==> src/spi_avmm_defs.svh <==
// SPI to Avalon-MM configuration path
// Frame layout, SCLK divider and register map constants

`ifndef SPI_AVMM_DEFS_SVH
`define SPI_AVMM_DEFS_SVH

// ----------------------------------------------------------------------
// SPI clocking
// ----------------------------------------------------------------------

// dut_slave1 cycles per SCLK half period
`define SPI_CLK_DIV 4

// ----------------------------------------------------------------------
// Frame layout, MSB first
// ----------------------------------------------------------------------

// Whole frame while cs_n is low
`define SPI_FRAME_BITS 64

// Opcode field, bit 7 write, bits 3..0 byte enable
`define SPI_OP_BITS 8

// Word address field
`define SPI_ADDR_BITS 16

// Turnaround between address and data
`define SPI_TURN_BITS 8

// Data field, from mosi on writes, from miso on reads
`define SPI_DATA_BITS 32

// ----------------------------------------------------------------------
// Application register map
// ----------------------------------------------------------------------

`define CSR_CTRL_NUM 8
`define CSR_STAT_NUM 4
// First status register word address
`define CSR_STAT_BASE 16'h0100
// Returned on reads outside both ranges
`define CSR_UNMAPPED_DATA 32'hdead_beef

`endif
==> src/spi_avmm_pkg.sv <==
// SPI to Avalon-MM configuration path
// Shared data types, bus structs and FSM state encodings

package spi_avmm_pkg;

    // ------------------------------------------------------------------
    // Basic widths
    // ------------------------------------------------------------------

    // Register data word
    typedef logic [31:0] csr_word_t;

    // Word address
    typedef logic [15:0] csr_addr_t;

    // One enable per data byte
    typedef logic [3:0] byte_en_t;

    // ------------------------------------------------------------------
    // Structs
    // ------------------------------------------------------------------

    // Host command, one per SPI frame
    typedef struct packed {
        logic      write;
        byte_en_t  byte_en;
        csr_addr_t addr;
        csr_word_t wdata;
    } spi_cmd_t;

    // Master driven SPI lines
    typedef struct packed {
        logic sclk;
        logic cs_n;
        logic mosi;
    } spi_lines_t;

    // Avalon-MM request, read and write are single cycle strobes
    typedef struct packed {
        logic      read;
        logic      write;
        csr_addr_t address;
        byte_en_t  byteenable;
        csr_word_t writedata;
    } avmm_req_t;

    // Avalon-MM read response
    typedef struct packed {
        logic      readdatavalid;
        csr_word_t readdata;
    } avmm_rsp_t;

    // FSM states
    typedef enum logic [1:0] {IDLE, SHIFT, FINISH} mst_state_t;
    typedef enum logic [2:0] {OPCODE, ADDR, TURN, DATA, COMMIT} slv_state_t;

endpackage

==> src/spi_avmm_top.sv <==
// SPI to Avalon-MM configuration path top level
// Command master, SPI slave and application registers
`timescale 1ns/1ps
`include "spi_avmm_defs.svh"

module spi_avmm_top (
    input  logic                                        dut_slave1,
    input  logic                                        rst_n,
    input  logic                                        cmd_valid,
    input  spi_avmm_pkg::spi_cmd_t                      cmd,
    output logic                                        busy,
    output logic                                        cmd_done,
    output spi_avmm_pkg::csr_word_t                     rdata,
    input  spi_avmm_pkg::csr_word_t [`CSR_STAT_NUM-1:0] user_status,
    output spi_avmm_pkg::csr_word_t [`CSR_CTRL_NUM-1:0] user_csr
);
    import spi_avmm_pkg::*;

    // SPI wires between master and slave
    spi_lines_t spi;
    logic       miso;

    // Avalon-MM between slave and registers
    avmm_req_t  avmm_req;
    avmm_rsp_t  avmm_rsp;

    // Host side SPI master
    spi_cmd_master u_mspi (
        .dut_slave1 (dut_slave1),
        .rst_n      (rst_n),
        .cmd_valid  (cmd_valid),
        .cmd        (cmd),
        .busy       (busy),
        .cmd_done   (cmd_done),
        .rdata      (rdata),
        .spi        (spi),
        .miso       (miso)
    );

    // Frame decoder and bus master
    spi_avmm_slave u_sspi (
        .dut_slave1 (dut_slave1),
        .rst_n      (rst_n),
        .spi        (spi),
        .miso       (miso),
        .avmm_req   (avmm_req),
        .avmm_rsp   (avmm_rsp)
    );

    app_avmm_csr #(
        .CTRL_NUM (`CSR_CTRL_NUM),
        .STAT_NUM (`CSR_STAT_NUM)
    ) app_reg (
        .dut_slave1  (dut_slave1),
        .rst_n       (rst_n),
        .avmm_req    (avmm_req),
        .avmm_rsp    (avmm_rsp),
        .user_status (user_status),
        .user_csr    (user_csr)
    );

endmodule

==> src/app_avmm_csr.sv <==
// Application register block on Avalon-MM
// Byte-enabled control registers, read-only status registers, fixed unmapped value
`timescale 1ns/1ps
`include "spi_avmm_defs.svh"

module app_avmm_csr #(
    parameter int CTRL_NUM = `CSR_CTRL_NUM,
    parameter int STAT_NUM = `CSR_STAT_NUM
) (
    input  logic                                   dut_slave1,
    input  logic                                   rst_n,
    input  spi_avmm_pkg::avmm_req_t                avmm_req,
    output spi_avmm_pkg::avmm_rsp_t                avmm_rsp,
    input  spi_avmm_pkg::csr_word_t [STAT_NUM-1:0] user_status,
    output spi_avmm_pkg::csr_word_t [CTRL_NUM-1:0] user_csr
);
    import spi_avmm_pkg::*;

    localparam int CTRL_IW = (CTRL_NUM > 1) ? $clog2(CTRL_NUM) : 1;
    localparam int STAT_IW = (STAT_NUM > 1) ? $clog2(STAT_NUM) : 1;
    localparam int BYTES   = $bits(byte_en_t);

    csr_word_t [CTRL_NUM-1:0] ctrl_q;
    csr_addr_t                stat_off;
    logic                     ctrl_hit;
    logic                     stat_hit;
    logic [CTRL_IW-1:0]       ctrl_idx;
    logic [STAT_IW-1:0]       stat_idx;
    logic                     rvalid_q;
    csr_word_t                rdata_q;

    // ------------------------------------------------------------------
    // Address decode
    // ------------------------------------------------------------------
    always_comb begin
        // Offset into the status window
        stat_off = avmm_req.address - csr_addr_t'(`CSR_STAT_BASE);
        ctrl_hit = (avmm_req.address < CTRL_NUM);
        stat_hit = (avmm_req.address >= `CSR_STAT_BASE) && (stat_off < STAT_NUM);
        ctrl_idx = avmm_req.address[CTRL_IW-1:0];
        stat_idx = stat_off[STAT_IW-1:0];
    end

    // ------------------------------------------------------------------
    // Control registers
    // ------------------------------------------------------------------
    always_ff @(posedge dut_slave1) begin
        if (!rst_n) begin
            ctrl_q   <= '0;
            rvalid_q <= 1'b0;
        end else begin
            rvalid_q <= avmm_req.read;
            // Status and unmapped writes are dropped
            if (avmm_req.write && ctrl_hit) begin
                for (int b = 0; b < BYTES; b++) begin
                    if (avmm_req.byteenable[b]) begin
                        ctrl_q[ctrl_idx][8*b +: 8] <= avmm_req.writedata[8*b +: 8];
                    end
                end
            end
        end
    end

    // Read mux, registered
    always_ff @(posedge dut_slave1) begin
        if (avmm_req.read) begin
            if (ctrl_hit) begin
                rdata_q <= ctrl_q[ctrl_idx];
            end else if (stat_hit) begin
                rdata_q <= user_status[stat_idx];
            end else begin
                rdata_q <= `CSR_UNMAPPED_DATA;
            end
        end
    end

    assign user_csr = ctrl_q;
    assign avmm_rsp = '{readdatavalid: rvalid_q, readdata: rdata_q};

endmodule

==> src/spi_avmm_slave.sv <==
// SPI slave acting as Avalon-MM master
// Decodes SPI frames into register reads and writes, returns read data on miso
`timescale 1ns/1ps
`include "spi_avmm_defs.svh"

module spi_avmm_slave (
    input  logic                     dut_slave1,
    input  logic                     rst_n,
    input  spi_avmm_pkg::spi_lines_t spi,
    output logic                     miso,
    output spi_avmm_pkg::avmm_req_t  avmm_req,
    input  spi_avmm_pkg::avmm_rsp_t  avmm_rsp
);
    import spi_avmm_pkg::*;

    slv_state_t state;
    logic [1:0] sclk_sync;
    logic [1:0] cs_sync;
    logic [1:0] mosi_sync;
    logic       sclk_prev;
    logic       cs_prev;
    logic       mosi_s;
    logic       sclk_rise;
    logic       sclk_fall;
    logic       cs_rise;
    logic [4:0] bit_cnt;
    logic [4:0] phase_last;
    logic       phase_end;
    logic       op_write;
    byte_en_t   op_be;
    csr_addr_t  addr_q;
    csr_word_t  in_shreg;
    csr_word_t  tx_shreg;
    logic       read_q;
    logic       write_q;

    // Edge detect on synchronized lines
    assign mosi_s    = mosi_sync[1];
    assign sclk_rise = sclk_sync[1] & ~sclk_prev;
    assign sclk_fall = ~sclk_sync[1] & sclk_prev;
    assign cs_rise   = cs_sync[1] & ~cs_prev;

    // Index of the last bit in each phase
    always_comb begin
        case (state)
            OPCODE:  phase_last = 5'(`SPI_OP_BITS - 1);
            ADDR:    phase_last = 5'(`SPI_ADDR_BITS - 1);
            TURN:    phase_last = 5'(`SPI_TURN_BITS - 1);
            DATA:    phase_last = 5'(`SPI_DATA_BITS - 1);
            default: phase_last = 5'd0;
        endcase
    end

    assign phase_end = !cs_sync[1] && sclk_rise && (bit_cnt == phase_last);

    // Read data goes out MSB first
    assign miso = tx_shreg[31];

    assign avmm_req = '{read: read_q, write: write_q, address: addr_q,
                        byteenable: op_be, writedata: in_shreg};

    // ------------------------------------------------------------------
    // Synchronizers and frame FSM
    // ------------------------------------------------------------------
    always_ff @(posedge dut_slave1) begin
        if (!rst_n) begin
            state     <= OPCODE;
            bit_cnt   <= '0;
            sclk_sync <= 2'b00;
            cs_sync   <= 2'b11;
            sclk_prev <= 1'b0;
            cs_prev   <= 1'b1;
            op_write  <= 1'b0;
            read_q    <= 1'b0;
            write_q   <= 1'b0;
        end else begin
            sclk_sync <= {sclk_sync[0], spi.sclk};
            cs_sync   <= {cs_sync[0], spi.cs_n};
            sclk_prev <= sclk_sync[1];
            cs_prev   <= cs_sync[1];
            read_q    <= 1'b0;
            write_q   <= 1'b0;
            if (cs_sync[1]) begin
                // Deselected, a complete write frame commits now
                state   <= OPCODE;
                bit_cnt <= '0;
                write_q <= cs_rise && (state == COMMIT) && op_write;
            end else if (sclk_rise) begin
                if (phase_end) begin
                    bit_cnt <= '0;
                    case (state)
                        OPCODE: begin
                            op_write <= in_shreg[6];
                            state    <= ADDR;
                        end
                        ADDR: begin
                            // Read launched right after the last address bit
                            read_q <= !op_write;
                            state  <= TURN;
                        end
                        TURN:    state <= DATA;
                        default: state <= COMMIT;
                    endcase
                end else begin
                    bit_cnt <= bit_cnt + 1'b1;
                end
            end
        end
    end

    // ------------------------------------------------------------------
    // Data path
    // ------------------------------------------------------------------
    always_ff @(posedge dut_slave1) begin
        mosi_sync <= {mosi_sync[0], spi.mosi};
        if (!cs_sync[1] && sclk_rise) begin
            in_shreg <= {in_shreg[30:0], mosi_s};
        end
        if (phase_end && state == OPCODE) begin
            op_be <= {in_shreg[2:0], mosi_s};
        end
        if (phase_end && state == ADDR) begin
            addr_q <= {in_shreg[14:0], mosi_s};
        end
        // Load during turnaround, shift after each sampled data bit
        if (avmm_rsp.readdatavalid) begin
            tx_shreg <= avmm_rsp.readdata;
        end else if (state == DATA && sclk_fall && bit_cnt != '0) begin
            tx_shreg <= {tx_shreg[30:0], 1'b0};
        end
    end

    a_rd_wr_exclusive: assert property (
        @(posedge dut_slave1) disable iff (!rst_n) !(avmm_req.read && avmm_req.write)
    );

    // Response has to land in the turnaround window
    a_rsp_before_data: assert property (
        @(posedge dut_slave1) disable iff (!rst_n)
        avmm_req.read |=> avmm_rsp.readdatavalid && (state == TURN)
    ) else $error("readdatavalid missed the turnaround window");

endmodule

==> src/spi_cmd_master.sv <==
// SPI command master
// Turns one host command into one 64 bit SPI frame and returns read data
`timescale 1ns/1ps
`include "spi_avmm_defs.svh"

module spi_cmd_master (
    input  logic                     dut_slave1,
    input  logic                     rst_n,
    input  logic                     cmd_valid,
    input  spi_avmm_pkg::spi_cmd_t   cmd,
    output logic                     busy,
    output logic                     cmd_done,
    output spi_avmm_pkg::csr_word_t  rdata,
    output spi_avmm_pkg::spi_lines_t spi,
    input  logic                     miso
);
    import spi_avmm_pkg::*;

    localparam int FRAME = `SPI_FRAME_BITS;
    localparam int DIV_W = (`SPI_CLK_DIV > 1) ? $clog2(`SPI_CLK_DIV) : 1;
    localparam int BIT_W = $clog2(FRAME);
    localparam logic [DIV_W-1:0] DIV_LAST = DIV_W'(`SPI_CLK_DIV - 1);
    localparam logic [BIT_W-1:0] BIT_LAST = BIT_W'(FRAME - 1);

    mst_state_t       state;
    logic [DIV_W-1:0] div_cnt;
    logic [BIT_W-1:0] bit_cnt;
    logic             sclk_q;
    logic             cs_n_q;
    logic             is_write;
    logic [FRAME-1:0] frame;
    logic [FRAME-1:0] tx_shreg;
    csr_word_t        rx_shreg;
    logic             half_tick;
    logic             finish_done;

    // Opcode, address, turnaround, data
    assign frame = {cmd.write, 3'b000, cmd.byte_en, cmd.addr,
                    {`SPI_TURN_BITS{1'b0}}, cmd.wdata};

    // End of an SCLK half period
    assign half_tick   = (div_cnt == DIV_LAST);
    // Last cycle of the trailing gap
    assign finish_done = (state == FINISH) && (div_cnt == DIV_LAST);

    // mosi is parked low while deselected
    assign spi = '{sclk: sclk_q, cs_n: cs_n_q, mosi: tx_shreg[FRAME-1] & ~cs_n_q};

    // ------------------------------------------------------------------
    // Sequencing FSM and SCLK generation
    // ------------------------------------------------------------------
    always_ff @(posedge dut_slave1) begin
        if (!rst_n) begin
            state    <= IDLE;
            div_cnt  <= '0;
            bit_cnt  <= '0;
            sclk_q   <= 1'b0;
            cs_n_q   <= 1'b1;
            busy     <= 1'b0;
            cmd_done <= 1'b0;
        end else begin
            cmd_done <= 1'b0;
            case (state)
                IDLE: begin
                    // Commands while busy never reach here and are dropped
                    if (cmd_valid) begin
                        state   <= SHIFT;
                        cs_n_q  <= 1'b0;
                        busy    <= 1'b1;
                        div_cnt <= '0;
                        bit_cnt <= '0;
                    end
                end
                SHIFT: begin
                    div_cnt <= half_tick ? '0 : div_cnt + 1'b1;
                    if (half_tick) begin
                        sclk_q <= ~sclk_q;
                        // Falling edge closes one bit
                        if (sclk_q) begin
                            if (bit_cnt == BIT_LAST) begin
                                state  <= FINISH;
                                cs_n_q <= 1'b1;
                            end else begin
                                bit_cnt <= bit_cnt + 1'b1;
                            end
                        end
                    end
                end
                FINISH: begin
                    // Gap lets the slave see deselect and commit a write
                    div_cnt <= div_cnt + 1'b1;
                    if (finish_done) begin
                        state    <= IDLE;
                        div_cnt  <= '0;
                        busy     <= 1'b0;
                        cmd_done <= 1'b1;
                    end
                end
                default: state <= IDLE;
            endcase
        end
    end

    // ------------------------------------------------------------------
    // Frame shift registers
    // ------------------------------------------------------------------
    always_ff @(posedge dut_slave1) begin
        if (state == IDLE && cmd_valid) begin
            tx_shreg <= frame;
            is_write <= cmd.write;
        end else if (state == SHIFT && half_tick) begin
            if (!sclk_q) begin
                // Rising edge, sample slave data
                rx_shreg <= {rx_shreg[30:0], miso};
            end else begin
                // Falling edge, present next bit
                tx_shreg <= {tx_shreg[FRAME-2:0], 1'b0};
            end
        end
        // Last 32 sampled bits are the data field
        if (finish_done && !is_write) begin
            rdata <= rx_shreg;
        end
    end

    // Host must wait for cmd_done
    a_no_cmd_while_busy: assert property (
        @(posedge dut_slave1) disable iff (!rst_n) cmd_valid |-> !busy
    ) else $error("cmd_valid while busy, command dropped");

    // Chip select held through the whole frame
    a_cs_low_in_shift: assert property (
        @(posedge dut_slave1) disable iff (!rst_n) (state == SHIFT) |-> !spi.cs_n
    );

endmodule

==> config.mk <==
export PLATFORM = sky130hd
export DESIGN_NAME = spi_avmm_top
export DESIGN_NICKNAME = d
export VERILOG_FILES = /design/src/spi_avmm_pkg.sv /design/src/spi_avmm_top.sv /design/src/app_avmm_csr.sv /design/src/spi_avmm_slave.sv /design/src/spi_cmd_master.sv
export VERILOG_INCLUDE_DIRS = /design/src
export SDC_FILE = /design/constraint.sdc
export NUM_CORES = 1
export LEC_CHECK = 0
export BUFFER_PORTS_ARGS = -buffer_cell sky130_fd_sc_hd__buf_2
export CORE_AREA = 2 2 241 243
export DETAILED_ROUTE_END_ITERATION = 10
export DIE_AREA = 0 0 243 245
export SLEW_MARGIN = 20
export SYNTH_ARGS = -nofsm -noshare
export SYNTH_HDL_FRONTEND = slang
export SYNTH_SLANG_ARGS = --single-unit
==> constraint.sdc <==
create_clock -name dut_slave1 -period 4.6 [get_ports dut_slave1]
set_input_delay 0.23 -clock dut_slave1 [delete_from_list [all_inputs] [get_ports dut_slave1]]
set_output_delay 0.23 -clock dut_slave1 [all_outputs]
set_load 0.02 [all_outputs]
==> impl_summary.log <==
INFO  metric outcome = finished, final reports clean
INFO  metric cap_violations = 0
INFO  metric min_period_over_period = 0.6431
INFO  metric insertion_delay = 0.64 ns
INFO  metric setup_viol = 0
INFO  metric syn_area = 22500 µm²
INFO  metric cts.htree.levels = 2
INFO  metric critical_path.endpoint_type = flop
INFO  metric die_w = 243 µm
INFO  metric drt-wirelength-per-cell = 23.50 µm
INFO  metric route.detailed.drc = 0
INFO  metric syn-instance-count = 1885
INFO  metric p_total = 10.23 mW
INFO  metric drive_gt1_frac = 0.3080
INFO  metric floorplan.initialDensity = 0.3945
INFO  metric finalWorstPathRequiredPeriod = 2.958 ns
INFO  metric area_delta_synth_final = 24.63%
INFO  metric critical_path_rt = 5.08 ns
INFO  metric yosysSeqAreaShare = 0.5801
INFO  metric cp_cell_sequence = buf_4, and2_1, a221oi_1, o22ai_1, a22o_1
INFO  metric max_slew.worst_pin.slew = 1.199 ns
INFO  metric post-route-worst-setup-slack = 1.642 ns
INFO  metric worst_vdd_drop = 0.0003027 V
INFO  metric ys.warnings.count = 0
INFO  metric clock-skew-final = 0.04506 ns
INFO  metric grt_pass1_wl = 110.2 mm
INFO  metric avgSynthCellArea = 11.94 µm²
INFO  metric final_hold_fails = 0
INFO  metric fmax = 338.0 MHz
INFO  metric grt.total_usage = 0.2456
INFO  metric grt_setup_unrepaired = false
INFO  metric lkg_pwr = 10.72 nW
INFO  metric number_of_nets_in_the_layout = 2583
INFO  metric worstSetupPathType = reg -> reg
INFO  metric cts_root_buffer = sky130_fd_sc_hd__clkbuf_16
INFO  metric antenna_violations_before_repair = 4
INFO  metric cpMaxStageDelayCell = sky130_fd_sc_hd__and2_1
INFO  metric critPathBufInv = 1
INFO  metric synth_edf_count = 234
INFO  metric layout.core_utilization = 0.4917
INFO  metric tritoncts_num_sinks = 535
INFO  metric synthDistinctLibCells = 66
INFO  metric detail_route.iter0.violations = 1473
INFO  metric gp_congestion = 0.8842
INFO  metric tritoncts = done
INFO  metric cp_slowest_stage_delay = 1.03 ns
INFO  metric start_kind = flop
INFO  metric synth_async_sr_flop_share = 0
INFO  metric vias_in_the_first_global_route = 16930
INFO  metric ratio_of_total_power_to_cell_area = 364.8 nW/µm²
INFO  metric row_count = 88
INFO  metric postRouteAntennaNets = 0
INFO  metric clkTransAtPathRegs = 0.06 ns
INFO  metric ioPinCount = 474
INFO  metric yosys_most_used_dff = sky130_fd_sc_hd__dfxtp_1
INFO  metric worst_ep_arrival_time = 3.44 ns
INFO  metric route.vias.total = 17320
INFO  metric max-slew-margin-rel = 0.1987
INFO  metric crit_path_max_fanout = 43
INFO  metric die-area = 59540 µm²
INFO  metric clock_tree.buffer_depth = 3
INFO  metric post-cts-setup-buffers = 0
INFO  metric crit_family = simple AND/OR/NAND/NOR gates
INFO  metric wirelength = 75.29 mm
INFO  metric syn-num-nets = 2078
INFO  metric drtPass1Iterations = 5
INFO  metric cts_buffers = 57
INFO  metric numPortBuffers = 473
INFO  metric ys_ff_latch = 535
INFO  metric post-place-ws = 1.734 ns
INFO  metric vias_per_cell = 5.404
INFO  metric core_region_area = 57030 µm²
INFO  metric timing.setup.tns = 0 ns
INFO  metric timing.hold.worst.class = in -> reg
INFO  metric grt_max_degree = 156
INFO  metric place_hpwl = 52.55 mm
INFO  metric grt_remaining_overflow = 0
INFO  metric slew_viol_final = 0
INFO  metric die_height = 245 µm
## routing by layer
layer  part of all wire  up-vias  GRT usage
li1                   -     7870          -
met1               0.40     8541     0.3068
met2               0.48      764     0.4085
met3              0.084      139    0.06353
met4              0.038        2    0.09455
met5            0.00012        -          0
## final cells by class
class | instances | area (µm²)
Antenna cell | 1 | 2.502
Clock inverter | 22 | 237.7
Clock buffer | 85 | 1677
Multi-Input combinational cell | 1232 | 8941
Fill cell | 5126 | 28990
Timing Repair Buffer | 551 | 3123
Sequential cell | 535 | 13060
Inverter | 13 | 48.80
Tap cell | 765 | 957.2
## cells in the final DEF (no fill, tap or decap), drive strengths merged, types with 7 or more instances in the layout
cell type | synthesis | routed
buf | 34 | 497
nand2 | 471 | 471
dfxtp | 301 | 301
mux2i | 272 | 272
edfxtp | 234 | 234
clkbuf | 66 | 85
nor2 | 66 | 66
nand3 | 64 | 64
mux4 | 58 | 58
dlygate4sd3 | 0 | 54
mux2 | 52 | 52
a221oi | 31 | 31
a21oi | 23 | 23
o21ai | 19 | 19
a31oi | 18 | 18
inv | 13 | 15
clkinv | 0 | 14
nor2b | 11 | 11
a22oi | 10 | 10
nand4 | 10 | 10
ha | 9 | 9
and2 | 8 | 8
nor3 | 8 | 8
o22ai | 7 | 7
a22o | 7 | 7
o2bb2ai | 7 | 7
## worst reg2reg max path, cell delays in order, from the launching register on
cell and delay, ns:
sky130_fd_sc_hd__edfxtp_1 0.43, sky130_fd_sc_hd__buf_4 0.59, sky130_fd_sc_hd__and2_1 1.05, sky130_fd_sc_hd__a221oi_1 0.28
sky130_fd_sc_hd__o22ai_1 0.32, sky130_fd_sc_hd__a22o_1 0.19
## cell usage after synthesis, types with 10 or more instances
cell | n | area share
sky130_fd_sc_hd__a21oi_1 | 23 | 0.0051
sky130_fd_sc_hd__a221oi_1 | 31 | 0.012
sky130_fd_sc_hd__a22oi_1 | 10 | 0.0033
sky130_fd_sc_hd__a31oi_1 | 18 | 0.0050
sky130_fd_sc_hd__buf_1 | 15 | 0.0025
sky130_fd_sc_hd__buf_2 | 17 | 0.0038
sky130_fd_sc_hd__clkbuf_1 | 61 | 0.010
sky130_fd_sc_hd__dfxtp_1 | 301 | 0.27
sky130_fd_sc_hd__edfxtp_1 | 234 | 0.31
sky130_fd_sc_hd__inv_1 | 13 | 0.0022
sky130_fd_sc_hd__mux2_2 | 52 | 0.026
sky130_fd_sc_hd__mux2i_1 | 272 | 0.12
sky130_fd_sc_hd__mux4_2 | 58 | 0.058
sky130_fd_sc_hd__nand2_1 | 470 | 0.078
sky130_fd_sc_hd__nand3_1 | 64 | 0.014
sky130_fd_sc_hd__nor2_1 | 34 | 0.0057
sky130_fd_sc_hd__nor2_2 | 32 | 0.0089
sky130_fd_sc_hd__nor2b_1 | 11 | 0.0031
sky130_fd_sc_hd__o21ai_0 | 17 | 0.0038
## logic make-up after synthesis
family                     share of synthesized area
DFF                                           0.5801
buffers and inverters                        0.02463
xor gates and xnor gates                    0.002336
adders and majority gates                   0.005005
muxes                                         0.2051
AOI/OAI and AO/OA                            0.04949
and+or+nand+nor                               0.1334
## timing repair
action	in CTS	in global routing
hold endpoints to repair	55	0
gates resized for setup	0	0
hold buffers	54	0
## final timing paths
| path | startpoint | cells after the start | end | slack, ns |
|---|---|---|---|---|
| max | u_sspi.addr_q[1]$_DFFE_PP_ | 5 | app_reg.rdata_q[29]$_DFFE_PP_ | 1.64 |
| min | user_status[3] | 3 | app_reg.rdata_q[3]$_DFFE_PP_ | 0.13 |
| max reg2reg | u_sspi.addr_q[1]$_DFFE_PP_ | 5 | app_reg.rdata_q[29]$_DFFE_PP_ | 1.64 |
| min reg2reg | u_sspi.mosi_sync[0]$_DFF_P_ | 0 | u_sspi.mosi_sync[1]$_DFF_P_ | 0.33 |
## metrics by stage
| step | instance area (µm²) | std cells | hold slack (ns) |
|---|---|---|---|
| after floorplan | 22500 | 1885 | 0.3096 |
| after CTS | 28010 | 3202 | 0.1096 |
| after global placement | 25560 | 3041 | 0.3187 |
| final | 28040 | 3204 | 0.1346 |
| after global routing | 28040 | 3204 | 0.1274 |
| after detailed placement | 25560 | 3041 | 0.3211 |
## state kept, by name, indices dropped and copies added, names as in the netlist, 3 cells and up
name,cells
app_reg.rdata_q,32
app_reg.user_csr,256
u_mspi.bit_cnt,6
u_mspi.rdata,32
u_mspi.rx_shreg,32
u_mspi.tx_shreg,64
u_sspi.addr_q,16
u_sspi.bit_cnt,5
u_sspi.in_shreg,32
u_sspi.op_be,4
u_sspi.state,3
u_sspi.tx_shreg,32
## where the power goes
part | switching [mW] | internal [mW] | leakage, nW
Clock | 1.95 | 2.75 | 0.941
Combinational | 0.287 | 0.172 | 5.20
Sequential | 0.0311 | 5.05 | 4.58
Total | 2.26 | 7.97 | 10.7
(Power assumes the default switching activity.)
